[config.mk]
export PLATFORM = sky130hd
export DESIGN_NAME = decode_stage
export DESIGN_NICKNAME = d
export VERILOG_FILES = /design/src/design/decode_pkg.sv /design/src/design/decode_if.sv /design/src/design/inst_decoder.sv /design/src/design/regfile.sv /design/src/design/operand_forward.sv /design/src/design/branch_unit.sv /design/src/design/decode_stage.sv
export SDC_FILE = /design/constraint.sdc
export NUM_CORES = 2
export LEC_CHECK = 0
export BUFFER_PORTS_ARGS = -buffer_cell sky130_fd_sc_hd__clkbuf_2
export CAP_MARGIN = 10
export CORE_AREA = 2 2 421 423
export DETAILED_ROUTE_END_ITERATION = 7
export DIE_AREA = 0 0 423 425
export PLACE_DENSITY = 0.51
export SLEW_MARGIN = 20
export SYNTH_ARGS = -nofsm -noshare
export SYNTH_HDL_FRONTEND = slang
export SYNTH_SLANG_ARGS = --single-unit
export TNS_END_PERCENT = 1
[constraint.sdc]
create_clock -name clk -period 6.4 [get_ports clk]
set_clock_uncertainty 0.05 [all_clocks]
set_input_delay 0.96 -clock clk [delete_from_list [all_inputs] [get_ports clk]]
set_output_delay 0.96 -clock clk [all_outputs]
set_load 0.03 [all_outputs]
[src/design/decode_pkg.sv]
package decode_pkg;

    typedef logic [31:0] word_t;
    typedef logic [31:0] inst_t;
    typedef logic [4:0]  reg_addr_t;
    typedef logic [11:0] alu_op_t;

    // opcode field slices
    typedef logic [5:0] op6_t;
    typedef logic [3:0] op4_t;
    typedef logic [1:0] op2_t;
    typedef logic [4:0] op5_t;

    localparam int nreg = 32;
    localparam reg_addr_t link_reg = 5'd1;

    // one-hot positions in alu_op_t
    localparam int alu_add  = 0;
    localparam int alu_sub  = 1;
    localparam int alu_slt  = 2;
    localparam int alu_sltu = 3;
    localparam int alu_and  = 4;
    localparam int alu_nor  = 5;
    localparam int alu_or   = 6;
    localparam int alu_xor  = 7;
    localparam int alu_sll  = 8;
    localparam int alu_srl  = 9;
    localparam int alu_sra  = 10;
    localparam int alu_lui  = 11;

    // inst[31:26]
    localparam op6_t op6_alu   = 6'h00;
    localparam op6_t op6_lu12i = 6'h05;
    localparam op6_t op6_pcadd = 6'h07;
    localparam op6_t op6_mem   = 6'h0a;
    localparam op6_t op6_jirl  = 6'h13;
    localparam op6_t op6_b     = 6'h14;
    localparam op6_t op6_bl    = 6'h15;
    localparam op6_t op6_beq   = 6'h16;
    localparam op6_t op6_bne   = 6'h17;
    localparam op6_t op6_blt   = 6'h18;
    localparam op6_t op6_bge   = 6'h19;
    localparam op6_t op6_bltu  = 6'h1a;
    localparam op6_t op6_bgeu  = 6'h1b;

    // inst[25:22]
    localparam op4_t op4_3r    = 4'h0;
    localparam op4_t op4_shift = 4'h1;
    localparam op4_t op4_ld_w  = 4'h2;
    localparam op4_t op4_st_w  = 4'h6;
    localparam op4_t op4_slti  = 4'h8;
    localparam op4_t op4_sltui = 4'h9;
    localparam op4_t op4_addi  = 4'ha;
    localparam op4_t op4_andi  = 4'hd;
    localparam op4_t op4_ori   = 4'he;
    localparam op4_t op4_xori  = 4'hf;

    // inst[21:20]
    localparam op2_t op2_shift = 2'h0;
    localparam op2_t op2_3r    = 2'h1;

    // inst[19:15]
    localparam op5_t op5_add  = 5'h00;
    localparam op5_t op5_slli = 5'h01;
    localparam op5_t op5_sub  = 5'h02;
    localparam op5_t op5_slt  = 5'h04;
    localparam op5_t op5_sltu = 5'h05;
    localparam op5_t op5_nor  = 5'h08;
    localparam op5_t op5_and  = 5'h09;
    localparam op5_t op5_srli = 5'h09;
    localparam op5_t op5_or   = 5'h0a;
    localparam op5_t op5_xor  = 5'h0b;
    localparam op5_t op5_srai = 5'h11;

endpackage

[src/design/decode_if.sv]
interface decode_if;
    import decode_pkg::*;

    alu_op_t   alu_op;
    logic      src1_is_pc;
    logic      src2_is_imm;
    word_t     imm;
    // branch flags
    logic      is_beq;
    logic      is_bne;
    logic      is_blt;
    logic      is_bge;
    logic      is_bltu;
    logic      is_bgeu;
    logic      is_jirl;
    logic      is_jump;
    word_t     br_offs;
    reg_addr_t rf_raddr1;
    reg_addr_t rf_raddr2;
    logic      need_r1;
    logic      need_r2;
    logic      rf_we;
    reg_addr_t rf_waddr;
    logic      res_from_mem;
    logic      mem_we;

    modport decoder (
        output alu_op, src1_is_pc, src2_is_imm, imm,
        output is_beq, is_bne, is_blt, is_bge, is_bltu, is_bgeu, is_jirl, is_jump, br_offs,
        output rf_raddr1, rf_raddr2, need_r1, need_r2,
        output rf_we, rf_waddr, res_from_mem, mem_we
    );

    modport operand (
        input src1_is_pc, src2_is_imm, imm, rf_raddr1, rf_raddr2, need_r1, need_r2
    );

    modport branch (
        input is_beq, is_bne, is_blt, is_bge, is_bltu, is_bgeu, is_jirl, is_jump, br_offs
    );

endinterface

[src/design/inst_decoder.sv]
module inst_decoder (
    input  decode_pkg::inst_t inst,
    decode_if.decoder         dec
);
    import decode_pkg::*;

    op6_t      op_31_26;
    op4_t      op_25_22;
    op2_t      op_21_20;
    op5_t      op_19_15;
    reg_addr_t rd;
    reg_addr_t rj;
    reg_addr_t rk;
    logic [11:0] i12;
    logic [19:0] i20;
    logic [15:0] i16;
    logic [25:0] i26;

    logic grp_3r;
    logic grp_shift;
    logic inst_add_w;
    logic inst_sub_w;
    logic inst_slt;
    logic inst_sltu;
    logic inst_nor;
    logic inst_and;
    logic inst_or;
    logic inst_xor;
    logic inst_slli_w;
    logic inst_srli_w;
    logic inst_srai_w;
    logic inst_addi_w;
    logic inst_slti;
    logic inst_sltui;
    logic inst_andi;
    logic inst_ori;
    logic inst_xori;
    logic inst_lu12i_w;
    logic inst_pcaddu12i;
    logic inst_ld_w;
    logic inst_st_w;
    logic inst_b;
    logic inst_bl;
    logic cond_br;

    logic need_ui5;
    logic need_si12;
    logic need_ui12;
    logic need_si20;
    logic src2_is_4;
    logic src_reg_is_rd;

    assign op_31_26 = inst[31:26];
    assign op_25_22 = inst[25:22];
    assign op_21_20 = inst[21:20];
    assign op_19_15 = inst[19:15];
    assign rd  = inst[4:0];
    assign rj  = inst[9:5];
    assign rk  = inst[14:10];
    assign i12 = inst[21:10];
    assign i20 = inst[24:5];
    assign i16 = inst[25:10];
    assign i26 = {inst[9:0], inst[25:10]};

    assign grp_3r    = (op_31_26 == op6_alu) && (op_25_22 == op4_3r) && (op_21_20 == op2_3r);
    assign grp_shift = (op_31_26 == op6_alu) && (op_25_22 == op4_shift)
                       && (op_21_20 == op2_shift);

    assign inst_add_w  = grp_3r && (op_19_15 == op5_add);
    assign inst_sub_w  = grp_3r && (op_19_15 == op5_sub);
    assign inst_slt    = grp_3r && (op_19_15 == op5_slt);
    assign inst_sltu   = grp_3r && (op_19_15 == op5_sltu);
    assign inst_nor    = grp_3r && (op_19_15 == op5_nor);
    assign inst_and    = grp_3r && (op_19_15 == op5_and);
    assign inst_or     = grp_3r && (op_19_15 == op5_or);
    assign inst_xor    = grp_3r && (op_19_15 == op5_xor);
    assign inst_slli_w = grp_shift && (op_19_15 == op5_slli);
    assign inst_srli_w = grp_shift && (op_19_15 == op5_srli);
    assign inst_srai_w = grp_shift && (op_19_15 == op5_srai);

    assign inst_addi_w = (op_31_26 == op6_alu) && (op_25_22 == op4_addi);
    assign inst_slti   = (op_31_26 == op6_alu) && (op_25_22 == op4_slti);
    assign inst_sltui  = (op_31_26 == op6_alu) && (op_25_22 == op4_sltui);
    assign inst_andi   = (op_31_26 == op6_alu) && (op_25_22 == op4_andi);
    assign inst_ori    = (op_31_26 == op6_alu) && (op_25_22 == op4_ori);
    assign inst_xori   = (op_31_26 == op6_alu) && (op_25_22 == op4_xori);

    // bit 25 separates the 1RI20 forms from their neighbours
    assign inst_lu12i_w   = (op_31_26 == op6_lu12i) && !inst[25];
    assign inst_pcaddu12i = (op_31_26 == op6_pcadd) && !inst[25];
    assign inst_ld_w      = (op_31_26 == op6_mem) && (op_25_22 == op4_ld_w);
    assign inst_st_w      = (op_31_26 == op6_mem) && (op_25_22 == op4_st_w);

    assign dec.is_jirl = (op_31_26 == op6_jirl);
    assign inst_b      = (op_31_26 == op6_b);
    assign inst_bl     = (op_31_26 == op6_bl);
    assign dec.is_beq  = (op_31_26 == op6_beq);
    assign dec.is_bne  = (op_31_26 == op6_bne);
    assign dec.is_blt  = (op_31_26 == op6_blt);
    assign dec.is_bge  = (op_31_26 == op6_bge);
    assign dec.is_bltu = (op_31_26 == op6_bltu);
    assign dec.is_bgeu = (op_31_26 == op6_bgeu);
    assign dec.is_jump = inst_b || inst_bl;

    assign cond_br = dec.is_beq || dec.is_bne || dec.is_blt || dec.is_bge
                     || dec.is_bltu || dec.is_bgeu;

    // jirl and bl compute the link address pc + 4 on the adder
    assign dec.alu_op[alu_add]  = inst_add_w || inst_addi_w || inst_ld_w || inst_st_w
                                  || dec.is_jirl || inst_bl || inst_pcaddu12i;
    assign dec.alu_op[alu_sub]  = inst_sub_w;
    assign dec.alu_op[alu_slt]  = inst_slt || inst_slti;
    assign dec.alu_op[alu_sltu] = inst_sltu || inst_sltui;
    assign dec.alu_op[alu_and]  = inst_and || inst_andi;
    assign dec.alu_op[alu_nor]  = inst_nor;
    assign dec.alu_op[alu_or]   = inst_or || inst_ori;
    assign dec.alu_op[alu_xor]  = inst_xor || inst_xori;
    assign dec.alu_op[alu_sll]  = inst_slli_w;
    assign dec.alu_op[alu_srl]  = inst_srli_w;
    assign dec.alu_op[alu_sra]  = inst_srai_w;
    assign dec.alu_op[alu_lui]  = inst_lu12i_w;

    assign need_ui5  = inst_slli_w || inst_srli_w || inst_srai_w;
    assign need_si12 = inst_addi_w || inst_ld_w || inst_st_w || inst_slti || inst_sltui;
    assign need_ui12 = inst_andi || inst_ori || inst_xori;
    assign need_si20 = inst_lu12i_w || inst_pcaddu12i;
    assign src2_is_4 = dec.is_jirl || inst_bl;

    always_comb begin
        if (src2_is_4) begin
            dec.imm = 32'd4;
        end else if (need_si20) begin
            dec.imm = {i20, 12'b0};
        end else if (need_si12) begin
            dec.imm = {{20{i12[11]}}, i12};
        end else if (need_ui12) begin
            dec.imm = {20'b0, i12};
        end else if (need_ui5) begin
            dec.imm = {27'b0, rk};
        end else begin
            dec.imm = '0;
        end
    end

    assign dec.br_offs = dec.is_jump ? {{4{i26[25]}}, i26, 2'b0} : {{14{i16[15]}}, i16, 2'b0};

    assign dec.src1_is_pc  = dec.is_jirl || inst_bl || inst_pcaddu12i;
    assign dec.src2_is_imm = need_ui5 || need_si12 || need_ui12 || need_si20 || src2_is_4;

    // stores and compare branches read rd on the second port
    assign src_reg_is_rd = inst_st_w || cond_br;
    assign dec.rf_raddr1 = rj;
    assign dec.rf_raddr2 = src_reg_is_rd ? rd : rk;

    assign dec.need_r1 = grp_3r || need_ui5 || need_si12 || need_ui12 || dec.is_jirl || cond_br;
    assign dec.need_r2 = grp_3r || inst_st_w || cond_br;

    assign dec.rf_we        = (|dec.alu_op) && !inst_st_w;
    assign dec.rf_waddr     = inst_bl ? link_reg : rd;
    assign dec.res_from_mem = inst_ld_w;
    assign dec.mem_we       = inst_st_w;

    always_comb begin
        assert ($onehot0(dec.alu_op))
        else $error("alu_op has more than one bit set: %b", dec.alu_op);
    end

endmodule

[src/design/regfile.sv]
module regfile (
    input  logic                  clk,
    input  decode_pkg::reg_addr_t raddr1,
    input  decode_pkg::reg_addr_t raddr2,
    input  decode_pkg::reg_addr_t waddr,
    output decode_pkg::word_t     rdata1,
    output decode_pkg::word_t     rdata2,
    input  logic                  we,
    input  decode_pkg::word_t     wdata
);
    import decode_pkg::*;

    word_t rf [nreg];

    always_ff @(posedge clk) begin
        if (we) begin
            rf[waddr] <= wdata;
        end
    end

    // r0 is hardwired to zero whatever was written
    assign rdata1 = (raddr1 == '0) ? '0 : rf[raddr1];
    assign rdata2 = (raddr2 == '0) ? '0 : rf[raddr2];

endmodule

[src/design/operand_forward.sv]
module operand_forward (
    decode_if.operand             dec,
    input  decode_pkg::word_t     rf_rdata1,
    input  decode_pkg::word_t     rf_rdata2,
    input  decode_pkg::word_t     pc,
    input  logic                  es_res_from_mem,
    input  logic                  es_rf_we,
    input  decode_pkg::reg_addr_t es_rf_waddr,
    input  decode_pkg::word_t     es_rf_wdata,
    input  logic                  ms_rf_we,
    input  decode_pkg::reg_addr_t ms_rf_waddr,
    input  decode_pkg::word_t     ms_rf_wdata,
    input  logic                  ws_rf_we,
    input  decode_pkg::reg_addr_t ws_rf_waddr,
    input  decode_pkg::word_t     ws_rf_wdata,
    output decode_pkg::word_t     rj_value,
    output decode_pkg::word_t     rkd_value,
    output decode_pkg::word_t     alu_src1,
    output decode_pkg::word_t     alu_src2,
    output logic                  stall
);
    import decode_pkg::*;

    logic hit1_es;
    logic hit2_es;

    function automatic logic hit(input reg_addr_t src, input logic we, input reg_addr_t waddr);
        return we && (src != '0) && (src == waddr);
    endfunction

    // newest producer wins
    function automatic word_t pick(input reg_addr_t src, input word_t rf_value);
        word_t value;
        if (hit(src, es_rf_we, es_rf_waddr)) begin
            value = es_rf_wdata;
        end else if (hit(src, ms_rf_we, ms_rf_waddr)) begin
            value = ms_rf_wdata;
        end else if (hit(src, ws_rf_we, ws_rf_waddr)) begin
            value = ws_rf_wdata;
        end else begin
            value = rf_value;
        end
        return value;
    endfunction

    always_comb begin
        rj_value  = pick(dec.rf_raddr1, rf_rdata1);
        rkd_value = pick(dec.rf_raddr2, rf_rdata2);
    end

    assign alu_src1 = dec.src1_is_pc  ? pc      : rj_value;
    assign alu_src2 = dec.src2_is_imm ? dec.imm : rkd_value;

    // a load in execute has no data yet
    assign hit1_es = hit(dec.rf_raddr1, es_rf_we, es_rf_waddr);
    assign hit2_es = hit(dec.rf_raddr2, es_rf_we, es_rf_waddr);
    assign stall   = es_res_from_mem && ((hit1_es && dec.need_r1) || (hit2_es && dec.need_r2));

    always_comb begin
        assert (!stall || (es_res_from_mem && es_rf_we && es_rf_waddr != '0))
        else $error("stall without a load writing a live register in execute");
    end

endmodule

[src/design/branch_unit.sv]
module branch_unit (
    decode_if.branch          dec,
    input  decode_pkg::word_t rj_value,
    input  decode_pkg::word_t rkd_value,
    input  decode_pkg::word_t pc,
    input  logic              valid,
    output logic              taken,
    output decode_pkg::word_t target
);
    import decode_pkg::*;

    logic  rj_eq_rd;
    logic  rj_lt_rd;
    logic  rj_ltu_rd;
    logic  cond_met;
    word_t base;

    assign rj_eq_rd  = (rj_value == rkd_value);
    assign rj_lt_rd  = ($signed(rj_value) < $signed(rkd_value));
    assign rj_ltu_rd = (rj_value < rkd_value);

    assign cond_met = (dec.is_beq  &&  rj_eq_rd)
                   || (dec.is_bne  && !rj_eq_rd)
                   || (dec.is_blt  &&  rj_lt_rd)
                   || (dec.is_bge  && !rj_lt_rd)
                   || (dec.is_bltu &&  rj_ltu_rd)
                   || (dec.is_bgeu && !rj_ltu_rd)
                   || dec.is_jirl
                   || dec.is_jump;

    assign taken = valid && cond_met;

    // jirl is register relative, everything else pc relative
    assign base   = dec.is_jirl ? rj_value : pc;
    assign target = base + dec.br_offs;

endmodule

[src/design/decode_stage.sv]
module decode_stage (
    input  logic                  clk,
    input  logic                  resetn,
    // fetch
    input  logic                  fs_to_ds_valid,
    input  decode_pkg::inst_t     fs_inst,
    input  decode_pkg::word_t     fs_pc,
    output logic                  ds_allowin,
    // execute
    input  logic                  es_allowin,
    output logic                  ds_to_es_valid,
    output decode_pkg::alu_op_t   alu_op,
    output decode_pkg::word_t     alu_src1,
    output decode_pkg::word_t     alu_src2,
    output decode_pkg::word_t     rkd_value,
    output decode_pkg::word_t     ds_pc,
    output logic                  rf_we,
    output decode_pkg::reg_addr_t rf_waddr,
    output logic                  res_from_mem,
    output logic                  mem_we,
    // forwarding sources
    input  logic                  es_res_from_mem,
    input  logic                  es_rf_we,
    input  decode_pkg::reg_addr_t es_rf_waddr,
    input  decode_pkg::word_t     es_rf_wdata,
    input  logic                  ms_rf_we,
    input  decode_pkg::reg_addr_t ms_rf_waddr,
    input  decode_pkg::word_t     ms_rf_wdata,
    input  logic                  ws_rf_we,
    input  decode_pkg::reg_addr_t ws_rf_waddr,
    input  decode_pkg::word_t     ws_rf_wdata,
    // branch
    output logic                  br_taken,
    output decode_pkg::word_t     br_target
);
    import decode_pkg::*;

    logic  ds_valid;
    inst_t ds_inst;
    logic  stall;
    word_t rf_rdata1;
    word_t rf_rdata2;
    word_t rj_value;

    decode_if dec_bus ();

    assign ds_allowin     = !ds_valid || (!stall && es_allowin);
    assign ds_to_es_valid = ds_valid && !stall;

    // a taken branch squashes whatever fetch offers on the same edge
    always_ff @(posedge clk) begin
        if (!resetn) begin
            ds_valid <= 1'b0;
        end else if (br_taken) begin
            ds_valid <= 1'b0;
        end else if (ds_allowin) begin
            ds_valid <= fs_to_ds_valid;
        end
    end

    always_ff @(posedge clk) begin
        if (fs_to_ds_valid && ds_allowin) begin
            ds_inst <= fs_inst;
            ds_pc   <= fs_pc;
        end
    end

    inst_decoder u_decoder (
        .inst (ds_inst),
        .dec  (dec_bus.decoder)
    );

    regfile u_regfile (
        .clk    (clk),
        .raddr1 (dec_bus.rf_raddr1),
        .raddr2 (dec_bus.rf_raddr2),
        .waddr  (ws_rf_waddr),
        .rdata1 (rf_rdata1),
        .rdata2 (rf_rdata2),
        .we     (ws_rf_we),
        .wdata  (ws_rf_wdata)
    );

    operand_forward u_forward (
        .dec             (dec_bus.operand),
        .rf_rdata1       (rf_rdata1),
        .rf_rdata2       (rf_rdata2),
        .pc              (ds_pc),
        .es_res_from_mem (es_res_from_mem),
        .es_rf_we        (es_rf_we),
        .es_rf_waddr     (es_rf_waddr),
        .es_rf_wdata     (es_rf_wdata),
        .ms_rf_we        (ms_rf_we),
        .ms_rf_waddr     (ms_rf_waddr),
        .ms_rf_wdata     (ms_rf_wdata),
        .ws_rf_we        (ws_rf_we),
        .ws_rf_waddr     (ws_rf_waddr),
        .ws_rf_wdata     (ws_rf_wdata),
        .rj_value        (rj_value),
        .rkd_value       (rkd_value),
        .alu_src1        (alu_src1),
        .alu_src2        (alu_src2),
        .stall           (stall)
    );

    // resolved only once the operands are final
    branch_unit u_branch (
        .dec       (dec_bus.branch),
        .rj_value  (rj_value),
        .rkd_value (rkd_value),
        .pc        (ds_pc),
        .valid     (ds_to_es_valid),
        .taken     (br_taken),
        .target    (br_target)
    );

    assign alu_op       = dec_bus.alu_op;
    assign rf_we        = dec_bus.rf_we;
    assign rf_waddr     = dec_bus.rf_waddr;
    assign res_from_mem = dec_bus.res_from_mem;
    assign mem_we       = dec_bus.mem_we;

    a_valid_source: assert property (
        @(posedge clk) disable iff (!resetn)
        $rose(ds_to_es_valid) |-> ds_valid
    ) else $error("ds_to_es_valid rose with an empty stage");

endmodule

**After elaboration in Yosys (flattened, before gate mapping)**

Memory sizes are Yosys's and may differ from the RTL's. A register that Yosys moved wholly into a read port is not among the register bits.
Cells that the tools add are included.
W data, S select, Z words.

- Add/subtract/negate cells: 1
- Order comparisons: 2
- Eq/ne operators: 38
- Mux-type cells: 22
- Bitwise logic cells: 1
- Reduce and logical (&&, ||, !) cells: 117

Operators with widths:

| operator | number |
|---|---|
| $mux W32 | 16 |
| $lt A32 B32 Y1 | 2 |
| $eq A6 B5 Y1 const B | 9 |
| $logic_and A1 B1 Y1 | 51 |
| $logic_or A1 B1 Y1 | 49 |
| $add A32 B32 Y32 | 1 |
| $eq A32 B32 Y1 | 1 |
| $eq A5 B5 Y1 | 6 |
| $eq A4 B4 Y1 const B | 6 |
| $eq A5 B4 Y1 const B | 4 |
| $mux W5 | 4 |
| $logic_not A5 Y1 | 3 |
| $eq A6 B3 Y1 const B | 2 |
| $reduce_or A12 Y1 | 1 |
| $eq A5 B3 Y1 const B | 2 |
| $reduce_bool A5 Y1 | 2 |
| $logic_not A1 Y1 | 7 |
| $eq A6 B4 Y1 const B | 1 |
| $logic_not A6 Y1 | 1 |
| $eq A5 B1 Y1 const B | 1 |
| $eq A5 B2 Y1 const B | 1 |
| $eq A5 B5 Y1 const B | 1 |
| $eq A4 B1 Y1 const B | 1 |
| $eq A4 B2 Y1 const B | 1 |
| other kinds (7) | 8 |

- Bits in registers: 65
- RAM bits: 1024
- Output and inout bits: 183
- Logic and storage cells: 185
- Memories: 1

Memory list:

| memory | words | bits a word | read ports | clocked after memory_dff | wr ports | RTL line | text |
|---|---|---|---|---|---|---|---|
| u_regfile.rf | 32 | 32 | 2 | 1 | 1 | regfile.sv:13 | `word_t rf [nreg];` |

**Depth between registers and ports, before layout**

- Depth in word-level cells: 26
- Gate-level depth with buffers: 24
- Depth with buffers taken out: 20

**Hierarchy**

A second synthesis with hierarchy kept.

- Cell total of the unflattened synthesis: 3749
- Area total of the unflattened synthesis: 58362.2 µm²

Modules (own cells, without submodules):

| module | times used | cells an instance | area each (µm²) | seq. area each (µm²) |
|---|---|---|---|---|
| regfile | 1 | 2400 | 46960.0 | 30749.5 |
| operand_forward | 1 | 694 | 5222.5 | 0.0 |
| branch_unit | 1 | 382 | 2856.5 | 0.0 |
| decode_stage | 1 | 73 | 1991.9 | 1941.9 |
| inst_decoder | 1 | 200 | 1331.3 | 0.0 |

**Worst setup path before layout**

No wires, ideal clock.

- Path kind: input-to-output
- Start point: in ws_rf_waddr[4]
- End point: out br_taken
- Arrival time: 5.656 ns
- Data required time: 5.390 ns
- Slack: -0.266 ns
- Stages on the path: 19
- Buffers on the path: 3
- Path through: clkbuf_1 xnor2_1 nand4_1 nor4_1 or2_0 clkbuf_1 clkbuf_1 nor2_1 a211oi_1 a2bb2oi_1 inv_1 ha_1 nand4_1 nor4_1 nand3_1 o41ai_1 a32oi_1 or2_2 a221oi_1

- Cells in the longest elaborated chain, start to end: 16

Ends and longest elaborated chain:

| element | RTL line | text |
|---|---|---|
| start, declared | decode_stage.sv:30 | `input decode_pkg::reg_addr_t ws_rf_waddr,` |
| parallel branches: the longest is 12 deep, another holds $lt A32 B32 Y1 | n/a |  |
| $logic_or A1 B1 Y1 (*) | branch_unit.sv:27 | `\|\| (dec.is_bgeu && !rj_ltu_rd)` |
| $logic_or A1 B1 Y1 (*) | branch_unit.sv:28 | `\|\| dec.is_jirl` |
| $logic_or A1 B1 Y1 (*) | branch_unit.sv:29 | `\|\| dec.is_jump;` |
| $logic_and A1 B1 Y1 (*) | branch_unit.sv:31 | `assign taken = valid && cond_met;` |
| end, declared | decode_stage.sv:33 | `output logic br_taken,` |

Every way passes the cells marked *.

**Final worst setup path**

- Start point: reg ds_inst[29]
- End point: out br_taken

- Cells in the longest elaborated chain, start to end: 25

Ends and longest elaborated chain:

| element | RTL line | text |
|---|---|---|
| start, declared | decode_stage.sv:39 | `inst_t ds_inst;` |
| start signal, assigned | decode_stage.sv:63 | `ds_inst <= fs_inst;` |
| parallel branches: the longest is 24 deep, another holds $mem_v2 Z32 W32 | n/a |  |
| $logic_and A1 B1 Y1 (*) | branch_unit.sv:31 |  |

Marked as above.

==> impl_metrics.csv <==
group,metric,value,unit
synth,avgSynthCellArea,13.95,um^2
timing,hold_violations,0,
timing,relSlewSlack,0.1100,
finish,area_delta_synth_final,29.81,%
timing,fin_ws,-1.008,ns
finish,fin_nets,5329,
critical_path,endpoint_kind,"output port",
routing,met3WireLength,30830,um
global_routing,antenna_found_initial,15,
place,gp_congestion,0.9740,
floorplan,start_util,0.3277,
routing,first_iter_violations,7137,
floorplan,die_h,425,um
cts,cts_tree,"yes",
finish,fin_area,74600,um^2
timing,fmax,135.0,MHz
global_routing,grt.overflow.total,0,
floorplan,ios,366,
routing,antenna_left,0,
worst_hold_path,hold_path_class,"input pin to flip-flop",
critical_path,cp.arrival,6.40,ns
routing,first_pass_iters,6,
synth,ys_seq_area_frac,0.5706,
routing,viasPerCell,6.265,
run,maxCapViolations,0,
critical_path,start_kind,"flip-flop",
cts,cts_buffers,115,
critical_path,reg2reg_slack,0.59,ns
power_and_ir_drop,leakage,26.22,nW
routing,wl,269200,um
timing,worst_pin_slew,1.323,ns
synth,synth_compound_area_frac,0.1045,
finish,final_core_util,0.4254,
place,port_buffers,365,
power_and_ir_drop,seqPwrFrac,0.402,
synth,synth-xor-area-share,0.007468,
timing,period_share,1.157,
synth,yosys-top-cells-area,"edfxtp_1, mux4_2, nand3_1",
power_and_ir_drop,pwr-share-clk,0.346,
floorplan,dieArea,179800,um^2
power_and_ir_drop,power_frac_comb,0.252,
finish,fillers,15990,
run_status,violations,"negative setup slack",
synth,synth_top_family_by_area,"multiplexers",
cts,path_clk_slew,0.06,ns
floorplan,coreArea,175300,um^2
floorplan,rows,154,
worst_hold_path,min_from,"fs_pc[11]",
critical_path,worstPathRequired,5.39,ns
routing,wire_per_inst,35.75,um
critical_path,reg2reg_depth,26,
power_and_ir_drop,powerDensity,269.9,nW/um^2
timing,period_minus_slack,7.408,ns
power_and_ir_drop,power_switching,6.146,mW
synth,synth.area.mux_share,0.1819,
routing,drc,0,
place,dp_hpwl,178500,um
synth,synth_cells,4118,
cts,clockBufferDepth,3,
timing,hold_ws,0.2923,ns
floorplan,die-width,423,um
global_routing,grt_pass1_wl,363100,um
routing,vias,47180,
synth,synth_edf_count,1088,
cts,root_buffer,"clkbuf_16",
critical_path,cp_max_fo,8,
synth,synthAdderAreaFrac,0.01363,
timing,drv_slew,0,
synth,synth_nets,4363,
synth,yosys.area_share.simple,0.08957,
cts,cts.sinks,1094,
power_and_ir_drop,swShare,0.3053,
synth,yosysWarnings,0,
synth,yosys.area.top_type,"edfxtp_1",
cts,clock_latency,0.80,ns
synth,async_flop_share,0,
power_and_ir_drop,max-vdd-ir-drop,218.4,uV
critical_path,setup.worst_path.class,"flip-flop to output port",
place,placed_area,68260,um^2
power_and_ir_drop,intPower,13.99,mW
synth,synth_top_area_share,0.5685,
critical_path,r2r_start,"ds_inst[29]$_DFFE_PP_",
run_status,status,"finished with violations",
worst_hold_path,whs_path_depth,1,
routing,top_layer,"met5",
worst_hold_path,min_to,"ds_pc[11]$_DFFE_PP_",
cts,htreeDepth,3,
synth,ys_seq_elements,1094,
global_routing,grt_pass1_vias,45700,
synth,synth.distinct_cells,93,
global_routing,grt_max_degree,109,
routing,wl_met1,99180,um
routing,wl_met2,122300,um
global_routing,grt_usage,0.2874,
synth,netlist_area,57470,um^2
critical_path,r2r-end,"ds_valid$_SDFFE_PP0N_",
timing,finalSetupViolations,24,
timing,grt_setup_unrepaired,"true",
finish,final_layout_size_suffix_gt1_frac,0.3993,
synth,ys.flop_type,"edfxtp_1",
[Yosys cell counts, drive strengths merged, types with 4 or more instances]
cell type,instances
a221oi,35
and3,28
edfxtp,1088
a32oi,4
nor4,15
nor2b,10
ha,61
o21a,46
nor3,23
a21o,26
a22o,4
mux2,17
dfxtp,6
and2,7
o21bai,6
nand2b,6
nand3b,8
a211oi,60
a2111oi,6
o21ai,393
nor2,152
buf,136
o22ai,5
mux4,433
o31ai,8
mux2i,51
or2,11
xor2,12
a22oi,80
a41o,10
a21boi,9
or3,14
nand4,107
nand2,192
a311oi,14
o211a,4
o211ai,8
xnor2,37
inv,74
a21oi,81
a31oi,74
a2bb2oi,23
clkbuf,234
nand3,450
o41ai,6
[state kept, by name, indices dropped and copies added, names as in the netlist, named ones only]
register / count
ds_inst: 32
ds_pc: 32
u_regfile.rf: 1024
ds_valid: 1
[power groups by stage]
stage                     combinational, mW  clock [mW]  sequential (mW)
after floorplan                        2.25           0             8.22
after global placement                 4.56           0             8.24
after detailed placement               4.57           0             8.24
after CTS                              4.85        7.03             8.09
after global routing                   5.24        7.28             8.10
final                                  5.08        6.96             8.10
[timing repair]
item / CTS / global route
pin swaps: 63 / 52
hold buffers: 0 / 0
resized for setup: 159 / 109
setup buffers: 63 / 24
gates cloned: 10 / 9
endpoints found under the setup margin: 30 / 26
[through the flow]
step / power, mW / worst slack [ns] / instances / TNS (ns)
2_1_floorplan: 10.47 / -0.2033 / 4118 / -0.3640
3_3_place_gp: 12.80 / -1.165 / 7197 / -13.33
3_5_place_dp: 12.81 / -1.142 / 7202 / -13.92
4_1_cts: 19.97 / -0.9903 / 7489 / -13.30
5_1_grt: 20.61 / -1.153 / 7526 / -16.06
6_report: 20.13 / -1.008 / 7530 / -12.25
[cells in the final DEF (no fill, tap or decap), types with 25 or more instances in the layout]
| master | n |
|---|---|
| edfxtp_1 | 1088 |
| buf_4 | 683 |
| nand3_1 | 447 |
| mux4_2 | 433 |
| o21ai_0 | 366 |
| clkbuf_2 | 339 |
| nand2_1 | 189 |
| clkbuf_16 | 125 |
| buf_12 | 118 |
| nor2_1 | 115 |
| nand4_1 | 106 |
| inv_1 | 72 |
| a31oi_1 | 72 |
| a21oi_1 | 69 |
| a22oi_1 | 55 |
| ha_1 | 55 |
| a211oi_1 | 46 |
| o21a_1 | 42 |
| mux2i_1 | 37 |
| xnor2_1 | 35 |
| nor2_4 | 33 |
| a221oi_1 | 33 |
| buf_6 | 28 |
| and3_1 | 27 |
| clkinv_2 | 27 |
| a22oi_2 | 25 |
[worst max-delay path: stages, from the launching register on]
cell	delay (ns)
edfxtp_1	0.45
and3b_2	0.26
buf_6	0.12
o21ai_4	0.16
buf_6	0.17
nand3_4	0.13
nand2_8	0.16
buf_12	0.13
buf_12	0.12
mux4_2	0.50
a22oi_2	0.20
nand4_1	0.35
buf_4	0.28
a2bb2oi_4	0.19
ha_4	0.24
nand4_1	0.17
nor4_4	0.09
buf_4	0.16
nor2b_4	0.12
a311oi_4	0.37
o41ai_4	0.23
nor4_2	0.21
buf_4	0.17
mux2i_4	0.07
a221oi_4	0.31
clkbuf_8	0.22
[final cells by class]
type                            count  area [um^2]  area share
Clock buffer                      129         2952     0.03957
Sequential cell                  1094        32810      0.4398
Inverter                           74        282.8    0.003791
Timing Repair Buffer             1219        10630      0.1425
Antenna cell                        9        22.52   0.0003019
Tap cell                         2340         2928     0.03925
Multi-Input combinational cell   2580        24090      0.3230
Clock inverter                     85        879.6     0.01179
[layer usage]
metal / vias to the layer above / global-route usage
met1: 24170 / 0.3675
met5: - / 0
met3: 646 / 0.06920
li1: 18800 / -
met4: 10 / 0.1610
met2: 3550 / 0.4487
[cell families (layout without fill, tap and decap cells)]
logic type               after synthesis  count (layout)
XOR/XNOR                              49              49
AND/OR/NAND/NOR                     1038            1038
multiplexers                         501             501
buffers and inverters                444            1507
other                                  0               9
flip-flops                          1094            1094
AO/OA/AOI/OAI                        930             930
adder cells (fa/ha/maj)               62              62
[worst max-delay path by stage]
stage                     slack, ns             startpoint             to  cells past startpoint
after CTS                     -0.99  ds_inst[29]$_DFFE_PP_       br_taken                     26
after global routing          -1.15  ds_inst[29]$_DFFE_PP_       br_taken                     27
final                         -1.01  ds_inst[29]$_DFFE_PP_       br_taken                     25
after detailed placement      -1.14  ds_inst[28]$_DFFE_PP_       br_taken                     24
after floorplan               -0.20         ws_rf_waddr[4]  br_target[31]                     22
after global placement        -1.17  ds_inst[28]$_DFFE_PP_       br_taken                     24
No activity file was read; power rests on OpenSTA's default activity.
